$ cat src/hw/axi_pkg.sv
package axi_pkg;

    localparam int ID_W   = 4;
    localparam int ADDR_W = 32;
    localparam int LEN_W  = 8;
    localparam int DATA_W = 32;
    localparam int STRB_W = 4;

    typedef enum logic [1:0] {
        FIXED = 2'b00,
        INCR  = 2'b01,
        WRAP  = 2'b10
    } burst_e;

    typedef enum logic [1:0] {
        OKAY   = 2'b00,
        SLVERR = 2'b10
    } resp_e;

    // shared by AW and AR
    typedef struct packed {
        logic [ID_W-1:0]   id;
        logic [ADDR_W-1:0] addr;
        logic [LEN_W-1:0]  len;
        burst_e            burst;
    } addr_beat_t;

    typedef struct packed {
        logic [DATA_W-1:0] data;
        logic [STRB_W-1:0] strb;
        logic              last;
    } wdata_beat_t;

    typedef struct packed {
        logic [ID_W-1:0] id;
        resp_e           resp;
    } bresp_beat_t;

    typedef struct packed {
        logic [ID_W-1:0]   id;
        logic [DATA_W-1:0] data;
        resp_e             resp;
        logic              last;
    } rdata_beat_t;

endpackage

$ cat src/hw/slave_pkg.sv
package slave_pkg;

    typedef enum logic {
        OP_WRITE = 1'b0,
        OP_READ  = 1'b1
    } slave_op_e;

    typedef enum logic [1:0] {
        DEC_IDLE  = 2'd0,
        DEC_WRITE = 2'd1,
        DEC_READ  = 2'd2
    } decode_state_e;

    localparam int MEM_WORDS_DEF = 256; // 1 KiB of 32-bit words

endpackage

$ cat src/hw/slave_req_if.sv
`timescale 1ns/1ps

interface slave_req_if import axi_pkg::*, slave_pkg::*; ();

    logic              valid;
    logic              ready;
    slave_op_e         op;
    logic [ID_W-1:0]   id;
    logic [ADDR_W-3:0] word_index; // byte address over four
    logic [DATA_W-1:0] wdata;
    logic [STRB_W-1:0] strb;
    logic              last;
    logic              err;
    logic [DATA_W-1:0] rdata;

    modport source (output valid, op, id, word_index, wdata, strb, last, err, rdata,
                    input ready);
    modport sink (input valid, op, id, word_index, wdata, strb, last, err, rdata,
                  output ready);

endinterface

$ cat src/hw/slave_decode.sv
`timescale 1ns/1ps

module slave_decode import axi_pkg::*, slave_pkg::*; #(
    parameter int MEM_WORDS = MEM_WORDS_DEF
) (
    input  logic        SLAVE_CLK,
    input  logic        SLAVE_RSTN,
    input  addr_beat_t  aw_beat,
    input  logic        aw_valid,
    output logic        aw_ready,
    input  addr_beat_t  ar_beat,
    input  logic        ar_valid,
    output logic        ar_ready,
    input  wdata_beat_t w_beat,
    input  logic        w_valid,
    output logic        w_ready,
    slave_req_if.source req
);

    localparam int IDX_W = ADDR_W - 2;

    decode_state_e    state;
    addr_beat_t       sel;
    logic [ID_W-1:0]  cur_id;
    logic [IDX_W-1:0] cur_idx;
    logic [LEN_W-1:0] cur_len, beat_cnt;
    burst_e           cur_burst;
    logic             beat_fire;

    assign aw_ready  = (state == DEC_IDLE);
    assign ar_ready  = (state == DEC_IDLE) && !aw_valid; // writes win a tie
    assign w_ready   = (state == DEC_WRITE) && req.ready;
    assign beat_fire = req.valid && req.ready;
    assign sel       = aw_valid ? aw_beat : ar_beat;

    assign req.valid      = (state == DEC_READ) || ((state == DEC_WRITE) && w_valid);
    assign req.op         = (state == DEC_READ) ? OP_READ : OP_WRITE;
    assign req.id         = cur_id;
    assign req.word_index = cur_idx;
    assign req.wdata      = w_beat.data;
    assign req.strb       = w_beat.strb;
    assign req.last       = (beat_cnt == cur_len);
    assign req.err        = (cur_idx >= IDX_W'(MEM_WORDS));
    assign req.rdata      = '0;

    always_ff @(posedge SLAVE_CLK) begin
        if (!SLAVE_RSTN) begin
            state <= DEC_IDLE;
        end else begin
            unique case (state)
                DEC_IDLE: begin
                    if (aw_valid) begin
                        state <= DEC_WRITE;
                    end else if (ar_valid) begin
                        state <= DEC_READ;
                    end
                end
                default: begin
                    if (beat_fire && req.last) begin
                        state <= DEC_IDLE;
                    end
                end
            endcase
        end
    end

    always_ff @(posedge SLAVE_CLK) begin
        if ((state == DEC_IDLE) && (aw_valid || ar_valid)) begin
            cur_id    <= sel.id;
            cur_idx   <= sel.addr[ADDR_W-1:2];
            cur_len   <= sel.len;
            cur_burst <= sel.burst;
            beat_cnt  <= '0;
        end else if (beat_fire) begin
            beat_cnt <= beat_cnt + 1'b1;
            if (cur_burst != FIXED) begin
                cur_idx <= cur_idx + 1'b1; // WRAP steps like INCR
            end
        end
    end

endmodule

$ cat src/flat_wrapper.sv
// flat-port wrapper written by rule: the top's interface ports become plain ports
module slave_decode_flat import axi_pkg::*, slave_pkg::*;
#(
    parameter int MEM_WORDS = MEM_WORDS_DEF
)
  (SLAVE_CLK, SLAVE_RSTN, aw_beat, aw_valid, aw_ready, ar_beat, ar_valid, ar_ready, w_beat, w_valid, w_ready, req_valid, req_op, req_id, req_word_index, req_wdata, req_strb, req_last, req_err, req_rdata, req_ready);
  slave_req_if req_i ();
  input  logic SLAVE_CLK;
  input  logic SLAVE_RSTN;
  input  addr_beat_t aw_beat;
  input  logic aw_valid;
  output logic aw_ready;
  input  addr_beat_t ar_beat;
  input  logic ar_valid;
  output logic ar_ready;
  input  wdata_beat_t w_beat;
  input  logic w_valid;
  output logic w_ready;
  output wire logic [$bits(req_i.valid)-1:0] req_valid;
  output wire logic [$bits(req_i.op)-1:0] req_op;
  output wire logic [$bits(req_i.id)-1:0] req_id;
  output wire logic [$bits(req_i.word_index)-1:0] req_word_index;
  output wire logic [$bits(req_i.wdata)-1:0] req_wdata;
  output wire logic [$bits(req_i.strb)-1:0] req_strb;
  output wire logic [$bits(req_i.last)-1:0] req_last;
  output wire logic [$bits(req_i.err)-1:0] req_err;
  output wire logic [$bits(req_i.rdata)-1:0] req_rdata;
  input wire logic [$bits(req_i.ready)-1:0] req_ready;
  assign req_valid = req_i.valid;
  assign req_op = req_i.op;
  assign req_id = req_i.id;
  assign req_word_index = req_i.word_index;
  assign req_wdata = req_i.wdata;
  assign req_strb = req_i.strb;
  assign req_last = req_i.last;
  assign req_err = req_i.err;
  assign req_rdata = req_i.rdata;
  assign req_i.ready = req_ready;
  slave_decode #(.MEM_WORDS(MEM_WORDS)) u_core (.SLAVE_CLK(SLAVE_CLK), .SLAVE_RSTN(SLAVE_RSTN), .aw_beat(aw_beat), .aw_valid(aw_valid), .aw_ready(aw_ready), .ar_beat(ar_beat), .ar_valid(ar_valid), .ar_ready(ar_ready), .w_beat(w_beat), .w_valid(w_valid), .w_ready(w_ready), .req(req_i));
endmodule
$ cat config.mk
export PLATFORM = sky130hd
export DESIGN_NAME = slave_decode_flat
export DESIGN_NICKNAME = d
export VERILOG_FILES = /design/src/hw/axi_pkg.sv /design/src/hw/slave_pkg.sv /design/src/hw/slave_req_if.sv /design/src/hw/slave_decode.sv /design/src/flat_wrapper.sv
export SDC_FILE = /design/constraint.sdc
export NUM_CORES = 1
export LEC_CHECK = 0
export BUFFER_PORTS_ARGS = -buffer_cell sky130_fd_sc_hd__buf_2
export CAP_MARGIN = 30
export CORE_MARGIN = 3
export CORE_UTILIZATION = 30
export CTS_BUF_LIST = sky130_fd_sc_hd__clkbuf_16
export CTS_CLUSTER_SIZE = 10
export DETAILED_ROUTE_END_ITERATION = 7
export SLEW_MARGIN = 40
export SYNTH_ARGS = -nofsm -noshare
export SYNTH_HDL_FRONTEND = slang
export SYNTH_SLANG_ARGS = --single-unit
$ cat constraint.sdc
create_clock -name SLAVE_CLK -period 10.6 [get_ports SLAVE_CLK]
set_input_delay 0.53 -clock SLAVE_CLK [delete_from_list [all_inputs] [get_ports SLAVE_CLK]]
set_output_delay 0.53 -clock SLAVE_CLK [all_outputs]
set_load 0.03 [all_outputs]
=== After elaboration in Yosys (flattened, before gate mapping) ===
Cells that the tools add are included.

* Output and inout bits: 109
* Bits in registers: 54

* Magnitude comparators: 1
* Multiplexer cells: 9
* Reductions and logical operators: 16
* Equality and inequality tests: 4
* $add $sub $neg: 2

{| class="wikitable"
|+ Operators by type and width
! cell !! number
|-
| $mux W30 || 3
|-
| $mux W46 || 1
|-
| $add A30 B1 Y30 const B || 1
|-
| $ge A30 B9 Y1 const B || 1
|-
| $add A8 B1 Y8 const B || 1
|-
| $eq A8 B8 Y1 || 1
|-
| $mux W2 || 4
|-
| $reduce_bool A2 Y1 || 4
|-
| $logic_and A1 B1 Y1 || 6
|-
| $reduce_and A2 Y1 || 2
|-
| $ne A3 B2 Y1 const B || 1
|-
| $eq A2 B1 Y1 const B || 1
|-
| $eq A2 B2 Y1 const B || 1
|-
| $logic_not A2 Y1 || 1
|-
| $logic_or A1 B1 Y1 || 2
|-
| $logic_not A1 Y1 || 1
|-
| $mux W1 || 1
|}

=== Depth between registers and ports, before layout ===
* Depth in word-level cells: 7
* Depth in mapped cells: 6

=== Worst setup path before layout ===
No wires, ideal clock.

* Path type: reg-to-reg
* From: reg u_core.state[0]
* To: reg u_core.cur_idx[0], in the netlist u_core.req.word_index[0] (enable)
* Stages on the path, launching flop included: 4
* Clock period less this slack: 3.598 ns
* Arrival time: 3.139 ns
* Buffers on the path: 0
* Setup slack: 7.002 ns
* Path through: dfxtp_1 -> and2b_1 -> o21ai_2 -> o21ai_0

* Longest elaborated chain between the ends: 6
* Elaborated cells between the ends (all ways): 10
* Those cells by class: eq/ne: 2; reduce/logical: 8

{| class="wikitable"
|+ Ends and longest elaborated chain
! item !! line !! RTL
|-
| start, declared || slave_decode.sv:22 || <nowiki>decode_state_e state;</nowiki>
|-
| start signal, assigned || slave_decode.sv:48 || <nowiki>state <= DEC_IDLE;</nowiki>
|-
| start signal, assigned || slave_decode.sv:53 || <nowiki>state <= DEC_WRITE;</nowiki>
|-
| start signal, assigned || slave_decode.sv:55 || <nowiki>state <= DEC_READ;</nowiki>
|-
| $eq A2 B1 Y1 || slave_decode.sv:36 || <nowiki>assign req.valid = (state == DEC_READ) || ((state == DEC_WRITE) && w_valid);</nowiki>
|-
| $logic_and A1 B1 Y1 || slave_decode.sv:36 ||
|-
| $logic_or A1 B1 Y1 || slave_decode.sv:36 ||
|-
| $logic_and A1 B1 Y1 || slave_decode.sv:33 || <nowiki>assign beat_fire = req.valid && req.ready;</nowiki>
|-
| $reduce_bool A2 Y1 (no source line) || - ||
|-
| $reduce_and A2 Y1 (no source line) * || - ||
|-
| end signal, assigned || slave_decode.sv:70 || <nowiki>cur_idx <= sel.addr[ADDR_W-1:2];</nowiki>
|-
| end signal, assigned || slave_decode.sv:77 || <nowiki>cur_idx <= cur_idx + 1'b1;</nowiki>
|-
| end, declared || slave_decode.sv:25 || <nowiki>logic [IDX_W-1:0] cur_idx;</nowiki>
|}

Every way passes the cells marked *; elsewhere a longest branch is shown, timed or not.
A chain may end at the register's enable or synchronous reset.

=== Final worst setup path ===
* From: in aw_valid
* To: reg u_core.cur_idx[13], in the netlist u_core.req.word_index[13], data pin

* Longest elaborated chain between the ends: 3
* Elaborated cells between the ends (all ways): 4
* Those cells by class: mux: 2; reduce/logical: 2

{| class="wikitable"
|+ Ends and longest elaborated chain
! item !! line !! RTL
|-
| start, declared || flat_wrapper.sv:11 || <nowiki>input logic aw_valid;</nowiki>
|-
| $logic_or A1 B1 Y1 || slave_decode.sv:68 || <nowiki>if ((state == DEC_IDLE) && (aw_valid || ar_valid)) begin</nowiki>
|-
| $logic_and A1 B1 Y1 || slave_decode.sv:68 ||
|-
| $mux W30 * || slave_decode.sv:68 ||
|}

Marked as above.

==> out/results.ini <==
[detailed_routing]
wl_per_cell_um=14.9
vias=3195
drc=0
viasPerCell=4.88
finalWirelength_um=9770
drtIter0Drc=128
dr.pass1.iters=4
antenna_left=0

[grt]
overflow=0
grt_pass1_wl_um=15300
antenna_found_initial=0
grt_pass1_vias=3084
grtUsageTotal=0.129
grt_max_degree=73

[synthesis]
yosysTopAreaCellShare=0.338
syn_area_um2=3910
synth_edf_count=44
synth.distinct_cells=47
synth_cells=395
synth-main-ff-cell=edfxtp_1
synth_warnings=0
ys_seq_area_frac=0.389
async_flop_share=0
ys_ff_latch=54
yosysTopAreaCell=edfxtp_1
synthTopCellsByArea=edfxtp_1 (34%), buf_4 (13%), dfxtp_1 (5.1%)
syn_avg_cell_area_um2=9.91

[hold_path]
hold_class=input port to flop
hold_start=SLAVE_RSTN
hold-path-cell-count=2
min_to=u_core.state[1]

[worst_setup_path]
worstPathArrival_ns=2.89
worstPathRequired_ns=10.73
r2r_cells=6
endpoint_kind=flop
critPathMaxFanout=72
regToRegSetupSlack_ns=8.16
rr_endpoint=u_core.req.word_index[13]
start_kind=input port
rr_startpoint=u_core.state[1]
worstSetupPathType=input port to flop

[floorplanning]
rows=41
ios=244
die_w_um=120
initial_core_util=0.309
core_um2=12700
die-area_um2=14500
die-height_um=120

[layout]
syn2layout_area_growth_pct=15.1
num_antenna_cells=0
layout-drive-gt1-share=0.352
instances_no_fill=655
final_common_cell=buf_2
fin_util=0.355
layout_common_cells=buf_2 (134), edfxtp_1 (44), conb_1 (32), nor2b_1 (25), a211oi_1 (25)
final_area_um2=4500
nNetsFinal=620

[power_and_ir_drop]
ir_worst_vdd_v=0.0000753
p_leak_nw=1.73
power_density_nw_per_um2=165
p_total_mw=0.743

[sta]
finalSetupViolCount=0
setup_tns_ns=0
finalHoldViolations=0
hold_slack_ns=0.502
period_share=0.261
fmax_ghz=0.362
worstMarginPinSlew_ns=0.758
finClkSkew_ns=0.00959
maxSlewViolCount=0
slew_headroom=0.495
worst_slack_ns=7.84
rsz0062_at_grt=no
fin_crit_ns=2.76

[placement]
gp_congestion=0.771
placed_area_um2=4350
io_buffers=134
dpl.hpwl_um=7220
pre_cts_ws_ns=7.45
place_inst=647

[flow_run]
max_cap_violations=0

[clock_tree]
cts_buffers=5
cts_setup_buffers=0
clock_tree.root_cell=clkbuf_16
h-tree-depth=2
cts_tree=done
cts.sinks=54
holdBufCountCts=0
clock_path_buffers=2
ctsResizeCount=0
insertion_delay_ns=0.30
clk_pin_slew_worst_paths_ns=0.08

[outcome]
outcome=completed

-- final cells by class --
cell class                 instances  area, um^2
sequential                        54        1520
inverter                           6        22.5
clock inverter                     3        28.8
fill                            1338        8170
clock buffer                       5         125
timing repair buffer             137         701
tap                              172         215
multi-input combinational        278        1890
-- sequential cells by signal, indices dropped and copies added, names as in the netlist --
register,flops
u_core.req.id,4
u_core.cur_len,8
u_core.req.word_index,30
u_core.cur_burst,2
u_core.state,2
u_core.beat_cnt,8
-- worst max-delay path: stages --
cell,delay (ns)
buf_2,0.09
buf_4,0.35
o21ai_4,0.22
buf_4,0.58
inv_2,0.40
or4_1,0.59
o211ai_1,0.10
-- synthesized netlist by cell type, types with 3 or more instances --
cell type	n
inv_1	5
dfxtp_1	10
a31oi_1	14
buf_4	68
nor3_1	3
a21oi_1	15
o21ai_0	7
or4_1	15
nor2_1	9
nand2_1	12
and3_1	3
or3_1	3
o31ai_1	13
nor4_1	5
nand3_1	10
and4_1	4
ha_1	3
mux2_2	14
mux2i_1	7
clkbuf_1	12
a211oi_1	25
buf_2	3
edfxtp_1	44
buf_6	3
xnor2_1	13
nor2b_1	25
xor2_1	11
o211ai_1	4
nand4_1	12
-- power breakdown --
part | switching (mW) | total (mW) | internal (mW) | leakage [nW]
logic | 0.166 | 0.246 | 0.0802 | 1.14
registers | 0.0452 | 0.325 | 0.280 | 0.510
clock network | 0.0818 | 0.172 | 0.0903 | 0.0759
total | 0.293 | 0.743 | 0.450 | 1.73
-- how the worst max path moves through the flow --
stage / startpoint / to / slack [ns] / cells past startpoint
after floorplan: u_core.state[0] / u_core.req.word_index[0] / 7.00 / 3
after global placement: aw_valid / u_core.req.word_index[13] / 7.53 / 7
after detailed placement: aw_valid / u_core.req.word_index[13] / 7.45 / 7
after CTS: aw_valid / u_core.req.word_index[13] / 7.76 / 7
after global routing: aw_valid / u_core.req.word_index[13] / 7.63 / 7
final: aw_valid / u_core.req.word_index[13] / 7.84 / 7
-- layer usage --
metal  part of all wire  global-route usage  wire length (um)
met4              0.010              0.0305                98
met1               0.43               0.166              4230
met5                  0                   0                 0
met2               0.47               0.219              4630
met3              0.083              0.0327               806
-- cell families after synthesis --
kind of cell	share of synthesized area
flip-flops	0.389
adder cells (fa/ha/maj)	0.00959
AND/OR/NAND/NOR	0.184
XOR/XNOR	0.0537
other	0.000958
multiplexers	0.0582
AO/OA/AOI/OAI	0.142
buffers and inverters	0.163
Note: power is estimated with default switching activity, not from simulation.
