[config.mk]
export PLATFORM = sky130hd
export DESIGN_NAME = slave_result_flat
export DESIGN_NICKNAME = d
export VERILOG_FILES = /design/src/hw/axi_pkg.sv /design/src/hw/slave_pkg.sv /design/src/hw/slave_req_if.sv /design/src/hw/slave_result.sv /design/src/flat_wrapper.sv
export SDC_FILE = /design/constraint.sdc
export NUM_CORES = 1
export LEC_CHECK = 0
export ABC_AREA = 1
export BUFFER_PORTS_ARGS = -buffer_cell sky130_fd_sc_hd__buf_4
export CAP_MARGIN = 20
export CORE_ASPECT_RATIO = 0.6
export CORE_UTILIZATION = 30
export DETAILED_ROUTE_END_ITERATION = 16
export GPL_TIMING_DRIVEN = 0
export PLACE_DENSITY_LB_ADDON = 0.05
export RECOVER_POWER = 100
export SLEW_MARGIN = 25
export SYNTH_ARGS = -nofsm -noshare
export SYNTH_HDL_FRONTEND = slang
export SYNTH_SLANG_ARGS = --single-unit
[constraint.sdc]
create_clock -name SLAVE_CLK -period 2.27 [get_ports SLAVE_CLK]
set_clock_uncertainty 0.2 [all_clocks]
set_input_delay 0.227 -clock SLAVE_CLK [delete_from_list [all_inputs] [get_ports SLAVE_CLK]]
set_output_delay 0.227 -clock SLAVE_CLK [all_outputs]
set_load 0.01 [all_outputs]
[src/hw/axi_pkg.sv]
package axi_pkg;

    localparam int ID_W   = 4;
    localparam int ADDR_W = 32;
    localparam int LEN_W  = 8;
    localparam int DATA_W = 32;
    localparam int STRB_W = 4;

    typedef enum logic [1:0] {
        FIXED = 2'b00,
        INCR  = 2'b01,
        WRAP  = 2'b10
    } burst_e;

    typedef enum logic [1:0] {
        OKAY   = 2'b00,
        SLVERR = 2'b10
    } resp_e;

    // shared by AW and AR
    typedef struct packed {
        logic [ID_W-1:0]   id;
        logic [ADDR_W-1:0] addr;
        logic [LEN_W-1:0]  len;
        burst_e            burst;
    } addr_beat_t;

    typedef struct packed {
        logic [DATA_W-1:0] data;
        logic [STRB_W-1:0] strb;
        logic              last;
    } wdata_beat_t;

    typedef struct packed {
        logic [ID_W-1:0] id;
        resp_e           resp;
    } bresp_beat_t;

    typedef struct packed {
        logic [ID_W-1:0]   id;
        logic [DATA_W-1:0] data;
        resp_e             resp;
        logic              last;
    } rdata_beat_t;

endpackage

[src/hw/slave_pkg.sv]
package slave_pkg;

    typedef enum logic {
        OP_WRITE = 1'b0,
        OP_READ  = 1'b1
    } slave_op_e;

    typedef enum logic [1:0] {
        DEC_IDLE  = 2'd0,
        DEC_WRITE = 2'd1,
        DEC_READ  = 2'd2
    } decode_state_e;

    localparam int MEM_WORDS_DEF = 256; // 1 KiB of 32-bit words

endpackage

[src/hw/slave_req_if.sv]
`timescale 1ns/1ps

interface slave_req_if import axi_pkg::*, slave_pkg::*; ();

    logic              valid;
    logic              ready;
    slave_op_e         op;
    logic [ID_W-1:0]   id;
    logic [ADDR_W-3:0] word_index; // byte address over four
    logic [DATA_W-1:0] wdata;
    logic [STRB_W-1:0] strb;
    logic              last;
    logic              err;
    logic [DATA_W-1:0] rdata;

    modport source (output valid, op, id, word_index, wdata, strb, last, err, rdata,
                    input ready);
    modport sink (input valid, op, id, word_index, wdata, strb, last, err, rdata,
                  output ready);

endinterface

[src/hw/slave_result.sv]
`timescale 1ns/1ps

module slave_result import axi_pkg::*, slave_pkg::*; (
    input  logic        SLAVE_CLK,
    input  logic        SLAVE_RSTN,
    slave_req_if.sink   req,
    output bresp_beat_t b_beat,
    output logic        b_valid,
    input  logic        b_ready,
    output rdata_beat_t r_beat,
    output logic        r_valid,
    input  logic        r_ready
);

    logic in_fire;
    logic rd_fire;
    logic wr_fire;
    logic wr_err; // sticky error over the current write burst

    assign req.ready = (!r_valid || r_ready) && (!b_valid || b_ready);
    assign in_fire   = req.valid && req.ready;
    assign rd_fire   = in_fire && (req.op == OP_READ);
    assign wr_fire   = in_fire && (req.op == OP_WRITE);

    always_ff @(posedge SLAVE_CLK) begin
        if (!SLAVE_RSTN) begin
            r_valid <= 1'b0;
            b_valid <= 1'b0;
            wr_err  <= 1'b0;
        end else begin
            if (rd_fire) begin
                r_valid <= 1'b1;
            end else if (r_ready) begin
                r_valid <= 1'b0;
            end
            if (wr_fire && req.last) begin
                b_valid <= 1'b1;
            end else if (b_ready) begin
                b_valid <= 1'b0;
            end
            if (wr_fire) begin
                wr_err <= !req.last && (wr_err || req.err);
            end
        end
    end

    always_ff @(posedge SLAVE_CLK) begin
        if (rd_fire) begin
            r_beat <= '{id: req.id, data: req.rdata, resp: req.err ? SLVERR : OKAY,
                        last: req.last};
        end
        if (wr_fire && req.last) begin
            b_beat <= '{id: req.id, resp: (wr_err || req.err) ? SLVERR : OKAY};
        end
    end

    a_r_held: assert property (@(posedge SLAVE_CLK) disable iff (!SLAVE_RSTN)
        r_valid && !r_ready |=> r_valid && $stable(r_beat));
    a_b_held: assert property (@(posedge SLAVE_CLK) disable iff (!SLAVE_RSTN)
        b_valid && !b_ready |=> b_valid && $stable(b_beat));

endmodule

[src/flat_wrapper.sv]
// flat-port wrapper written by rule: the top's interface ports become plain ports
module slave_result_flat import axi_pkg::*, slave_pkg::*;
  (SLAVE_CLK, SLAVE_RSTN, b_beat, b_valid, b_ready, r_beat, r_valid, r_ready, req_valid, req_op, req_id, req_word_index, req_wdata, req_strb, req_last, req_err, req_rdata, req_ready);
  slave_req_if req_i ();
  input  logic SLAVE_CLK;
  input  logic SLAVE_RSTN;
  output bresp_beat_t b_beat;
  output logic b_valid;
  input  logic b_ready;
  output rdata_beat_t r_beat;
  output logic r_valid;
  input  logic r_ready;
  input wire logic [$bits(req_i.valid)-1:0] req_valid;
  input wire logic [$bits(req_i.op)-1:0] req_op;
  input wire logic [$bits(req_i.id)-1:0] req_id;
  input wire logic [$bits(req_i.word_index)-1:0] req_word_index;
  input wire logic [$bits(req_i.wdata)-1:0] req_wdata;
  input wire logic [$bits(req_i.strb)-1:0] req_strb;
  input wire logic [$bits(req_i.last)-1:0] req_last;
  input wire logic [$bits(req_i.err)-1:0] req_err;
  input wire logic [$bits(req_i.rdata)-1:0] req_rdata;
  output wire logic [$bits(req_i.ready)-1:0] req_ready;
  assign req_i.valid = req_valid;
  assign req_i.op = req_op;
  assign req_i.id = req_id;
  assign req_i.word_index = req_word_index;
  assign req_i.wdata = req_wdata;
  assign req_i.strb = req_strb;
  assign req_i.last = req_last;
  assign req_i.err = req_err;
  assign req_i.rdata = req_rdata;
  assign req_ready = req_i.ready;
  slave_result u_core (.SLAVE_CLK(SLAVE_CLK), .SLAVE_RSTN(SLAVE_RSTN), .req(req_i), .b_beat(b_beat), .b_valid(b_valid), .b_ready(b_ready), .r_beat(r_beat), .r_valid(r_valid), .r_ready(r_ready));
endmodule
## After elaboration in Yosys (flattened, before gate mapping)

Index checks and enable logic that the tools add are counted.
Widths: inputs -> output; s select.

| operators by class | value |
|---|---|
| multiplexer cells | 6 |
| bitwise logic cells | 1 |
| reduce and logical (&&, ||, !) cells | 14 |

Operators with widths:

| kind | number |
|---|---|
| $logic_and 1x1->1 | 6 |
| $mux 1 | 4 |
| $mux 2 | 2 |
| $reduce_bool 2->1 | 2 |
| $logic_not 1->1 | 3 |
| $logic_or 1x1->1 | 3 |
| $not 1->1 | 1 |

| word-level totals | value |
|---|---|
| flip-flop bits (word level) | 48 |
| input bits | 110 |
| output and inout bits | 48 |
| word-level logic and storage cells | 30 |

## Logic depth before layout (Yosys ltp)

Gate-level depths: netlist (run 1).

| depth | value |
|---|---|
| depth in word-level cells | 7 |
| depth in mapped cells | 6 |
| gate-level depth less buffers | 6 |

## Least setup slack after synthesis (run 1)

Ideal clock, no wire load.

| path | value |
|---|---|
| kind | reg2reg |
| start point | register u_core.b_valid |
| end point | register u_core.r_beat[0] (netlist name) |
| arrival time | 1412 ps |
| slack | 265 ps |
| cell stages (with the launch flop) | 6 |
| path buffers | 0 |
| cells stage by stage | dfxtp_1 -> nand2_2 -> nand2_2 -> nor2_4 -> nand2_1 -> inv_1 |

| on the way | value |
|---|---|
| word-level cells in the longest chain between the ends | 5 |

RTL lines:

| item | line | RTL |
|---|---|---|
| start: declaration | slave_result.sv:8 | `output logic b_valid,` |
| start signal: assignment | slave_result.sv:28 | `b_valid <= 1'b0;` |
| start signal: assignment | slave_result.sv:37 | `b_valid <= 1'b1;` |
| start signal: assignment | slave_result.sv:39 | `b_valid <= 1'b0;` |
| $logic_not 1->1 | slave_result.sv:20 | `assign req.ready = (!r_valid \|\| r_ready) && (!b_valid \|\| b_ready);` |
| $logic_or 1x1->1 | slave_result.sv:20 |  |
| $logic_and 1x1->1 | slave_result.sv:20 |  |
| $logic_and 1x1->1 | slave_result.sv:21 | `assign in_fire = req.valid && req.ready;` |
| $logic_and 1x1->1 | slave_result.sv:22 | `assign rd_fire = in_fire && (req.op == OP_READ);` |
| net u_core.rd_fire | slave_result.sv:16 | `logic rd_fire;` |

The timed path passes the listed nets, and every way through them passes these cells.
A chain may end at the register's enable or synchronous reset.

## Worst setup path in the final report (run 1)

| path | value |
|---|---|
| start point | register u_core.b_valid |
| end point | register u_core.r_beat[26] (netlist name) |

| on the way | value |
|---|---|
| word-level cells in the longest chain between the ends | 5 |

RTL lines:

| item | line |
|---|---|
| $logic_not 1->1 | slave_result.sv:20 |
| $logic_or 1x1->1 | slave_result.sv:20 |
| $logic_and 1x1->1 | slave_result.sv:20 |
| $logic_and 1x1->1 | slave_result.sv:21 |
| $logic_and 1x1->1 | slave_result.sv:22 |
| net u_core.rd_fire | slave_result.sv:16 |

The timed path passes the listed nets, and every way through them passes these cells.

==> results of run 1 <==
-- power groups by stage --
stage / clock network [uW] / logic, uW / registers, uW
2_1_floorplan: 0 / 29.6 / 1020
3_3_place_gp: 0 / 161 / 999
3_5_place_dp: 0 / 164 / 1000
4_1_cts: 518 / 218 / 980
5_1_grt: 556 / 201 / 983
6_report: 500 / 185 / 979
-- cell type report --
class,instances,share of cell area
multi-input cells,16,0.03248
plain buffers,2,0.005906
repair buffers,128,0.3469
clock buffers,6,0.03248
well taps,63,0.03100
clock inverters,2,0.004921
flip-flops and latches,46,0.5315
inverters,10,0.01476
-- placed cells by master (no fill, tap or decap), drive strengths merged --
master,Yosys,routed
buf,2,7
inv,10,10
edfxtp,43,43
clkinv,0,1
nand3,2,2
clkbuf,0,90
a21oi,4,4
clkinvlp,0,1
conb,1,2
nand4,1,1
nand2,6,6
nor2,1,1
dlygate4sd3,0,39
dfxtp,3,3
-- worst max-delay path by stage --
stage	startpoint	to	slack (ns)	cells after the start
2_1_floorplan	u_core.b_valid	u_core.r_beat[0]	0.27	5
3_3_place_gp	b_ready	u_core.r_beat[33]	-0.07	7
3_5_place_dp	b_ready	u_core.r_beat[20]	0.37	7
4_1_cts	u_core.b_valid	u_core.r_beat[20]	0.38	5
5_1_grt	u_core.b_valid	u_core.r_beat[27]	0.16	5
6_report	u_core.b_valid	u_core.r_beat[26]	0.29	5
-- repair_timing --
action	in CTS	in global routing
resized for setup	0	0
hold buffers	39	0
buffers inserted	0	0
hold endpoints to repair	43	0
-- tightest hold or removal path, delay by kind of cell --
| family | cells | cell delay, ns |
|---|---|---|
| buf+inv | 2 | 0.10 |
| simple gates | 1 | 0.08 |
| compound gates | 1 | 0.06 |
-- state kept, by name (all words and copies together), names as in the netlist --
register	cells
u_core.b_beat	5
u_core.r_valid	1
u_core.r_beat	38
u_core.b_valid	1
u_core.wr_err	1
-- cell families (layout without fill, tap and decap cells) --
kind of cell    after synthesis  after routing  share of synthesized area
flops                        46             46                     0.9068
buf+inv                      12            148                    0.03526
simple gates                 10             10                    0.04198
compound gates                4              4                    0.01343
other cells                   1              2                   0.002516
-- metal layers --
| layer | share of wire | vias up |
|---|---|---|
| met5 | 0 | - |
| met4 | 0.0040 | 0 |
| met3 | 0.099 | 2 |
| met2 | 0.48 | 54 |
| met1 | 0.42 | 507 |
| li1 | - | 528 |
-- synthesized netlist by cell type --
| master | number | area [um2] |
|---|---|---|
| sky130_fd_sc_hd__dfxtp_1 | 3 | 60.06 |
| sky130_fd_sc_hd__nand3_1 | 1 | 5.000 |
| sky130_fd_sc_hd__nand2_2 | 3 | 18.77 |
| sky130_fd_sc_hd__a21oi_1 | 4 | 20.02 |
| sky130_fd_sc_hd__nand2_1 | 3 | 11.26 |
| sky130_fd_sc_hd__edfxtp_1 | 43 | 1291 |
| sky130_fd_sc_hd__inv_1 | 10 | 37.54 |
| sky130_fd_sc_hd__nor2_4 | 1 | 11.26 |
| sky130_fd_sc_hd__buf_4 | 2 | 15.01 |
| sky130_fd_sc_hd__conb_1 | 1 | 3.750 |
| sky130_fd_sc_hd__nand4_1 | 1 | 6.260 |
| sky130_fd_sc_hd__nand3_2 | 1 | 10.01 |
-- through the flow --
step / instance area [um2] / setup TNS, ns
floorplan: 1494 / 0
global placement: 2241 / -2.691
detailed placement: 2241 / 0
CTS: 2726 / 0
global route: 2542 / 0
finish: 2542 / 0
==> impl_metrics.tcl, run 1 <==
set metrics [dict create \
    power_frac_seq 0.588 \
    share_comb_of_total_power 0.111 \
    yosys.cell_types.count 12 \
    die_x_um 92.99 \
    tritoncts "done" \
    routed_wl_mm 3.248 \
    timing_worst_setup_path_type "reg2reg" \
    via_per_inst 3.996 \
    use_met1 0.1440 \
    critical_path.cell_chain "nand2_2 > nand2_2 > nor2_1 > nand2_1 > inv_2" \
    leakage_uw 0.0009795 \
    initial_core_util 0.3198 \
    hold_class "in2reg" \
    die_y_um 56.59 \
    cts.clk_slew.worst_paths_ns 0.08 \
    ant_nets 0 \
    grt_first_pass_wirelength_mm 4.899 \
    status "completed" \
    grt_max_degree 39 \
    swShare 0.2069 \
    critical_path.n_buffers_inverters 1 \
    critPathRequiredTime_ns 1.99 \
    num_io_pins 158 \
    hold_viol 0 \
    maxSlewViolCount 0 \
    buffer_ports.inserted 89 \
    maxClockFrequency_ghz 0.5048 \
    nNetsFinal 319 \
    power_switching_uw 344.3 \
    setup_failing_eps_final 0 \
    area_of_the_mapped_netlist_um2 1490 \
    p_int_uw 1320 \
    route.vias.total 1091 \
    floorplan.die_area_um2 5262 \
    number_of_instances_in_the_synthesized_netlist 73 \
    hpwl_mm 2.142 \
    pwr_per_cell_area_nw_per_um2 654.4 \
    max_cap_violations 0 \
    crit_slowest_cell "sky130_fd_sc_hd__inv_2" \
    clock_tree.root_cell "sky130_fd_sc_hd__clkbuf_8" \
    grt_pass1_vias 1096 \
    global_route.usage.total 0.1257 \
    multi_input_area_um2 82.58 \
    grt_antenna_before_repair 0 \
    design.core.area_um2 4659 \
    least_setup_slack_across_all_paths_after_layout_ns 0.2889 \
    reg2reg_to "u_core.r_beat[26]" \
    post_route_cells_drive_above_1_share 0.2714 \
    final.fill_count 427 \
    synthesis.area_per_instance_um2 20.41 \
    design_power_total_uw 1664 \
    ys_ff_latch 46 \
    period_needed_ns 1.981 \
    clkLatencyLatePin_ns 0.28 \
    timing.critical_path.slowest_cell_delay_ns 0.58 \
    finish.cell_count_without_fillers 273 \
    synthToLayoutAreaGrowth_pct 70.61 \
    detail_route.drc_violations 0 \
    worst_path_most_repeated_cell "sky130_fd_sc_hd__nand2_2" \
    sink_count_of_the_clock_tree 46 \
    layout.area.seq_um2 1351 \
    globalRoute.totalOverflow 0 \
    detailedPlace.worstSlack_ns 0.3718 \
    placed_cells_incl_taps 226 \
    clockPowerShare 0.300 \
    ff2ff_setup_slack_ns 0.29 \
    initialDrtViolationCount 31 \
    finish.utilization 0.5457 \
    hold-path-cell-count 4 \
    clock_buffers_created_by_tritoncts 5 \
    routedWlPerCell_um 11.90 \
    met3_usage 0.06098 \
    unrepaired_setup_endpoints_after_global_routing "no" \
    drt-pass1-iter-count 6 \
    irDropWorstVdd_uv 406.9 \
    use_met2 0.2111 \
    maxSlewHeadroom 0.4808 \
    synth_warnings 0 \
    period_utilization 0.8727 \
    core.rowCount 19 \
    cts.htree.levels 2 \
    worst_hold_startpoint "b_ready" \
    proportion_of_synthesized_chip_area_in_sequential_cells 0.9068 \
    max-clock-path-buffers 2 \
    min_delay_worst_endpoint "u_core.b_valid" \
    busiest_layer "met2" \
    reg2reg_from "u_core.b_valid" \
    critPathArrivalTime_ns 1.70 \
    dominant_delay_contributor_by_cell_family_on_the_critical_path "buffers and inverters" \
    timing.critical_path.from_type "flip-flop" \
    antenna-diode-count 0 \
    worst_setup_end_kind "flip-flop" \
    gp_congestion 0.7806 \
    tightestPinTransition_ns 0.7776 \
    worstPathMaxFanout 38 \
    worst_hold_check_slack_ns 0.03685 \
    timing.reg2reg.worst_path_depth 5 \
]
(Power assumes the default switching activity.)
==> run 2, diff against run 1 <==
==> constraint.sdc (replaced) <==
create_clock -name SLAVE_CLK -period 2.18 [get_ports SLAVE_CLK]
set_clock_uncertainty 0.2 [all_clocks]
set_input_delay 0.218 -clock SLAVE_CLK [delete_from_list [all_inputs] [get_ports SLAVE_CLK]]
set_output_delay 0.218 -clock SLAVE_CLK [all_outputs]
set_load 0.01 [all_outputs]
==> run 2 against run 1 <==
Clock-buffer cell count stayed put. Worst hold slack worse by 0.011 ns. Highest routed layer unchanged. Critical path type unchanged. Register-to-register slack got worse by 0.02 ns. Combinational power is 4% higher. Worst setup slack worse by 0.025 ns. Non-clock buffer count stayed put. Clock power is 4% higher.
==> impl_metrics.tcl, run 2 (synthesis results as in run 1) <==
set metrics [dict create \
    worst_setup_end_kind "flip-flop" \
    clkLatencyLatePin_ns 0.28 \
    synthToLayoutAreaGrowth_pct 70.45 \
    maxSlewViolCount 0 \
    route.vias.total 1089 \
    nNetsFinal 319 \
    hold_viol 0 \
    clock_buffers_created_by_tritoncts 5 \
    met3_usage 0.06098 \
    buffer_ports.inserted 89 \
    via_per_inst 3.989 \
    totalNegativeSetupSlack_ns 0 \
    worstPathMaxFanout 38 \
    cts.htree.levels 2 \
    pwr_per_cell_area_nw_per_um2 681.0 \
    antenna-diode-count 0 \
    register_with_the_most_flip_flops "u_core.r_beat" \
    core.rowCount 19 \
    timing_worst_setup_path_type "reg2reg" \
    ant_nets 0 \
    timing.critical_path.slowest_cell_delay_ns 0.57 \
    busiest_layer "met2" \
    critPathArrivalTime_ns 1.63 \
    cts.clk_slew.worst_paths_ns 0.08 \
    biggest_regs "u_core.r_beat: 38 flops, u_core.b_beat: 5 flops" \
    dominant_delay_contributor_by_cell_family_on_the_critical_path "buffers and inverters" \
    maxSlewHeadroom 0.4822 \
    status "completed" \
    grt_pass1_vias 1096 \
    tightestPinTransition_ns 0.7756 \
    crit_slowest_cell "sky130_fd_sc_hd__inv_2" \
    drt-pass1-iter-count 6 \
    commonest_cells_after_routing_fill_and_taps_aside "sky130_fd_sc_hd__clkbuf_1 (47), sky130_fd_sc_hd__edfxtp_1 (43), sky130_fd_sc_hd__dlygate4sd3_1 (39), sky130_fd_sc_hd__clkbuf_4 (37), sky130_fd_sc_hd__inv_1 (9)" \
    sink_count_of_the_clock_tree 46 \
    grt_max_degree 39 \
    detail_route.drc_violations 0 \
    maxClockFrequency_ghz 0.5220 \
    hpwl_mm 2.142 \
    initial_core_util 0.3198 \
    design.core.area_um2 4659 \
    grt_antenna_before_repair 0 \
    layout.cells.most_common "sky130_fd_sc_hd__clkbuf_1" \
    routed_wl_mm 3.232 \
    critical_path.cell_chain "nand2_1 > nand2_1 > nor2_4 > nand2_1 > inv_2" \
    post_route_cells_drive_above_1_share 0.2619 \
    leakage_uw 0.0009797 \
    largest_reg_flops 38 \
    worst_hold_check_slack_ns 0.02608 \
    tritoncts "done" \
    gp_congestion 0.7806 \
    setup_failing_eps_final 0 \
    routedWlPerCell_um 11.84 \
    global_route.usage.total 0.1257 \
    initialDrtViolationCount 33 \
    irDropWorstVdd_uv 423.6 \
    critPathRequiredTime_ns 1.90 \
    globalRoute.totalOverflow 0 \
    clock_tree.root_cell "sky130_fd_sc_hd__clkbuf_8" \
    grt_first_pass_wirelength_mm 4.899 \
    use_met2 0.2111 \
    use_met1 0.1440 \
    hold_class "in2reg" \
    period_utilization 0.8787 \
    unrepaired_setup_endpoints_after_global_routing "no" \
    die_x_um 92.99 \
    floorplan.die_area_um2 5262 \
    period_needed_ns 1.916 \
    finish.utilization 0.5451 \
    worst_path_most_repeated_cell "sky130_fd_sc_hd__nand2_1" \
    critical_path.n_buffers_inverters 1 \
    timing.critical_path.from_type "flip-flop" \
    die_y_um 56.59 \
    cts_setup_buffers 0 \
    num_io_pins 158 \
    max_cap_violations 0 \
    max-clock-path-buffers 2 \
]
-- run 2: worst reg2reg max path: stages (launching register included) --
cell and delay, ns:
sky130_fd_sc_hd__dfxtp_1 0.32, sky130_fd_sc_hd__nand2_1 0.11, sky130_fd_sc_hd__nand2_1 0.12, sky130_fd_sc_hd__nor2_4 0.12, sky130_fd_sc_hd__nand2_1 0.08, sky130_fd_sc_hd__inv_2 0.57
-- run 2: power breakdown --
group	leakage (uW)	switching (uW)	internal, uW
clock network	0.0000472	263	255
registers	0.000425	9.65	1010
logic	0.000507	82.8	110
total	0.000980	355	1370
-- run 2: timing repair --
item,CTS,global route
hold endpoints to repair,44,0
hold buffers,39,0
resized for setup,0,0
-- run 2: worst paths after layout --
check | start | to | slack (ns) | cells past startpoint
setup / recovery | u_core.b_valid | u_core.r_beat[26] | 0.26 | 5
hold / removal | r_ready | u_core.r_valid | 0.03 | 4
setup reg to reg | u_core.b_valid | u_core.r_beat[26] | 0.26 | 5
hold reg to reg | u_core.wr_err | u_core.wr_err | 0.28 | 2
-- run 2: layer usage --
layer  up-vias  share of wire
met5         -              0
met4         0         0.0040
met1       502           0.42
met3         2           0.10
li1        529              -
met2        56           0.48
-- run 2: stage by stage --
step           total power [uW]  cells  instance area [um2]  worst slack [ns]
4_1_cts                    1787    273                 2726            0.2906
3_3_place_gp               1208    226                 2241           -0.1527
2_1_floorplan              1091     74                 1494            0.1752
3_5_place_dp               1212    226                 2241            0.2908
6_report                   1730    273                 2540            0.2643
5_1_grt                    1812    273                 2540            0.1279
-- run 2: layout make-up --
type / instances / area, um2
Inverter: 10 / 37.54
Clock buffer: 6 / 82.58
Buffer: 2 / 15.01
Multi-Input combinational cell: 16 / 80.08
Clock inverter: 2 / 12.51
Tap cell: 63 / 78.83
Timing Repair Buffer: 128 / 882.1
Sequential cell: 46 / 1351
Fill cell: 428 / 2120
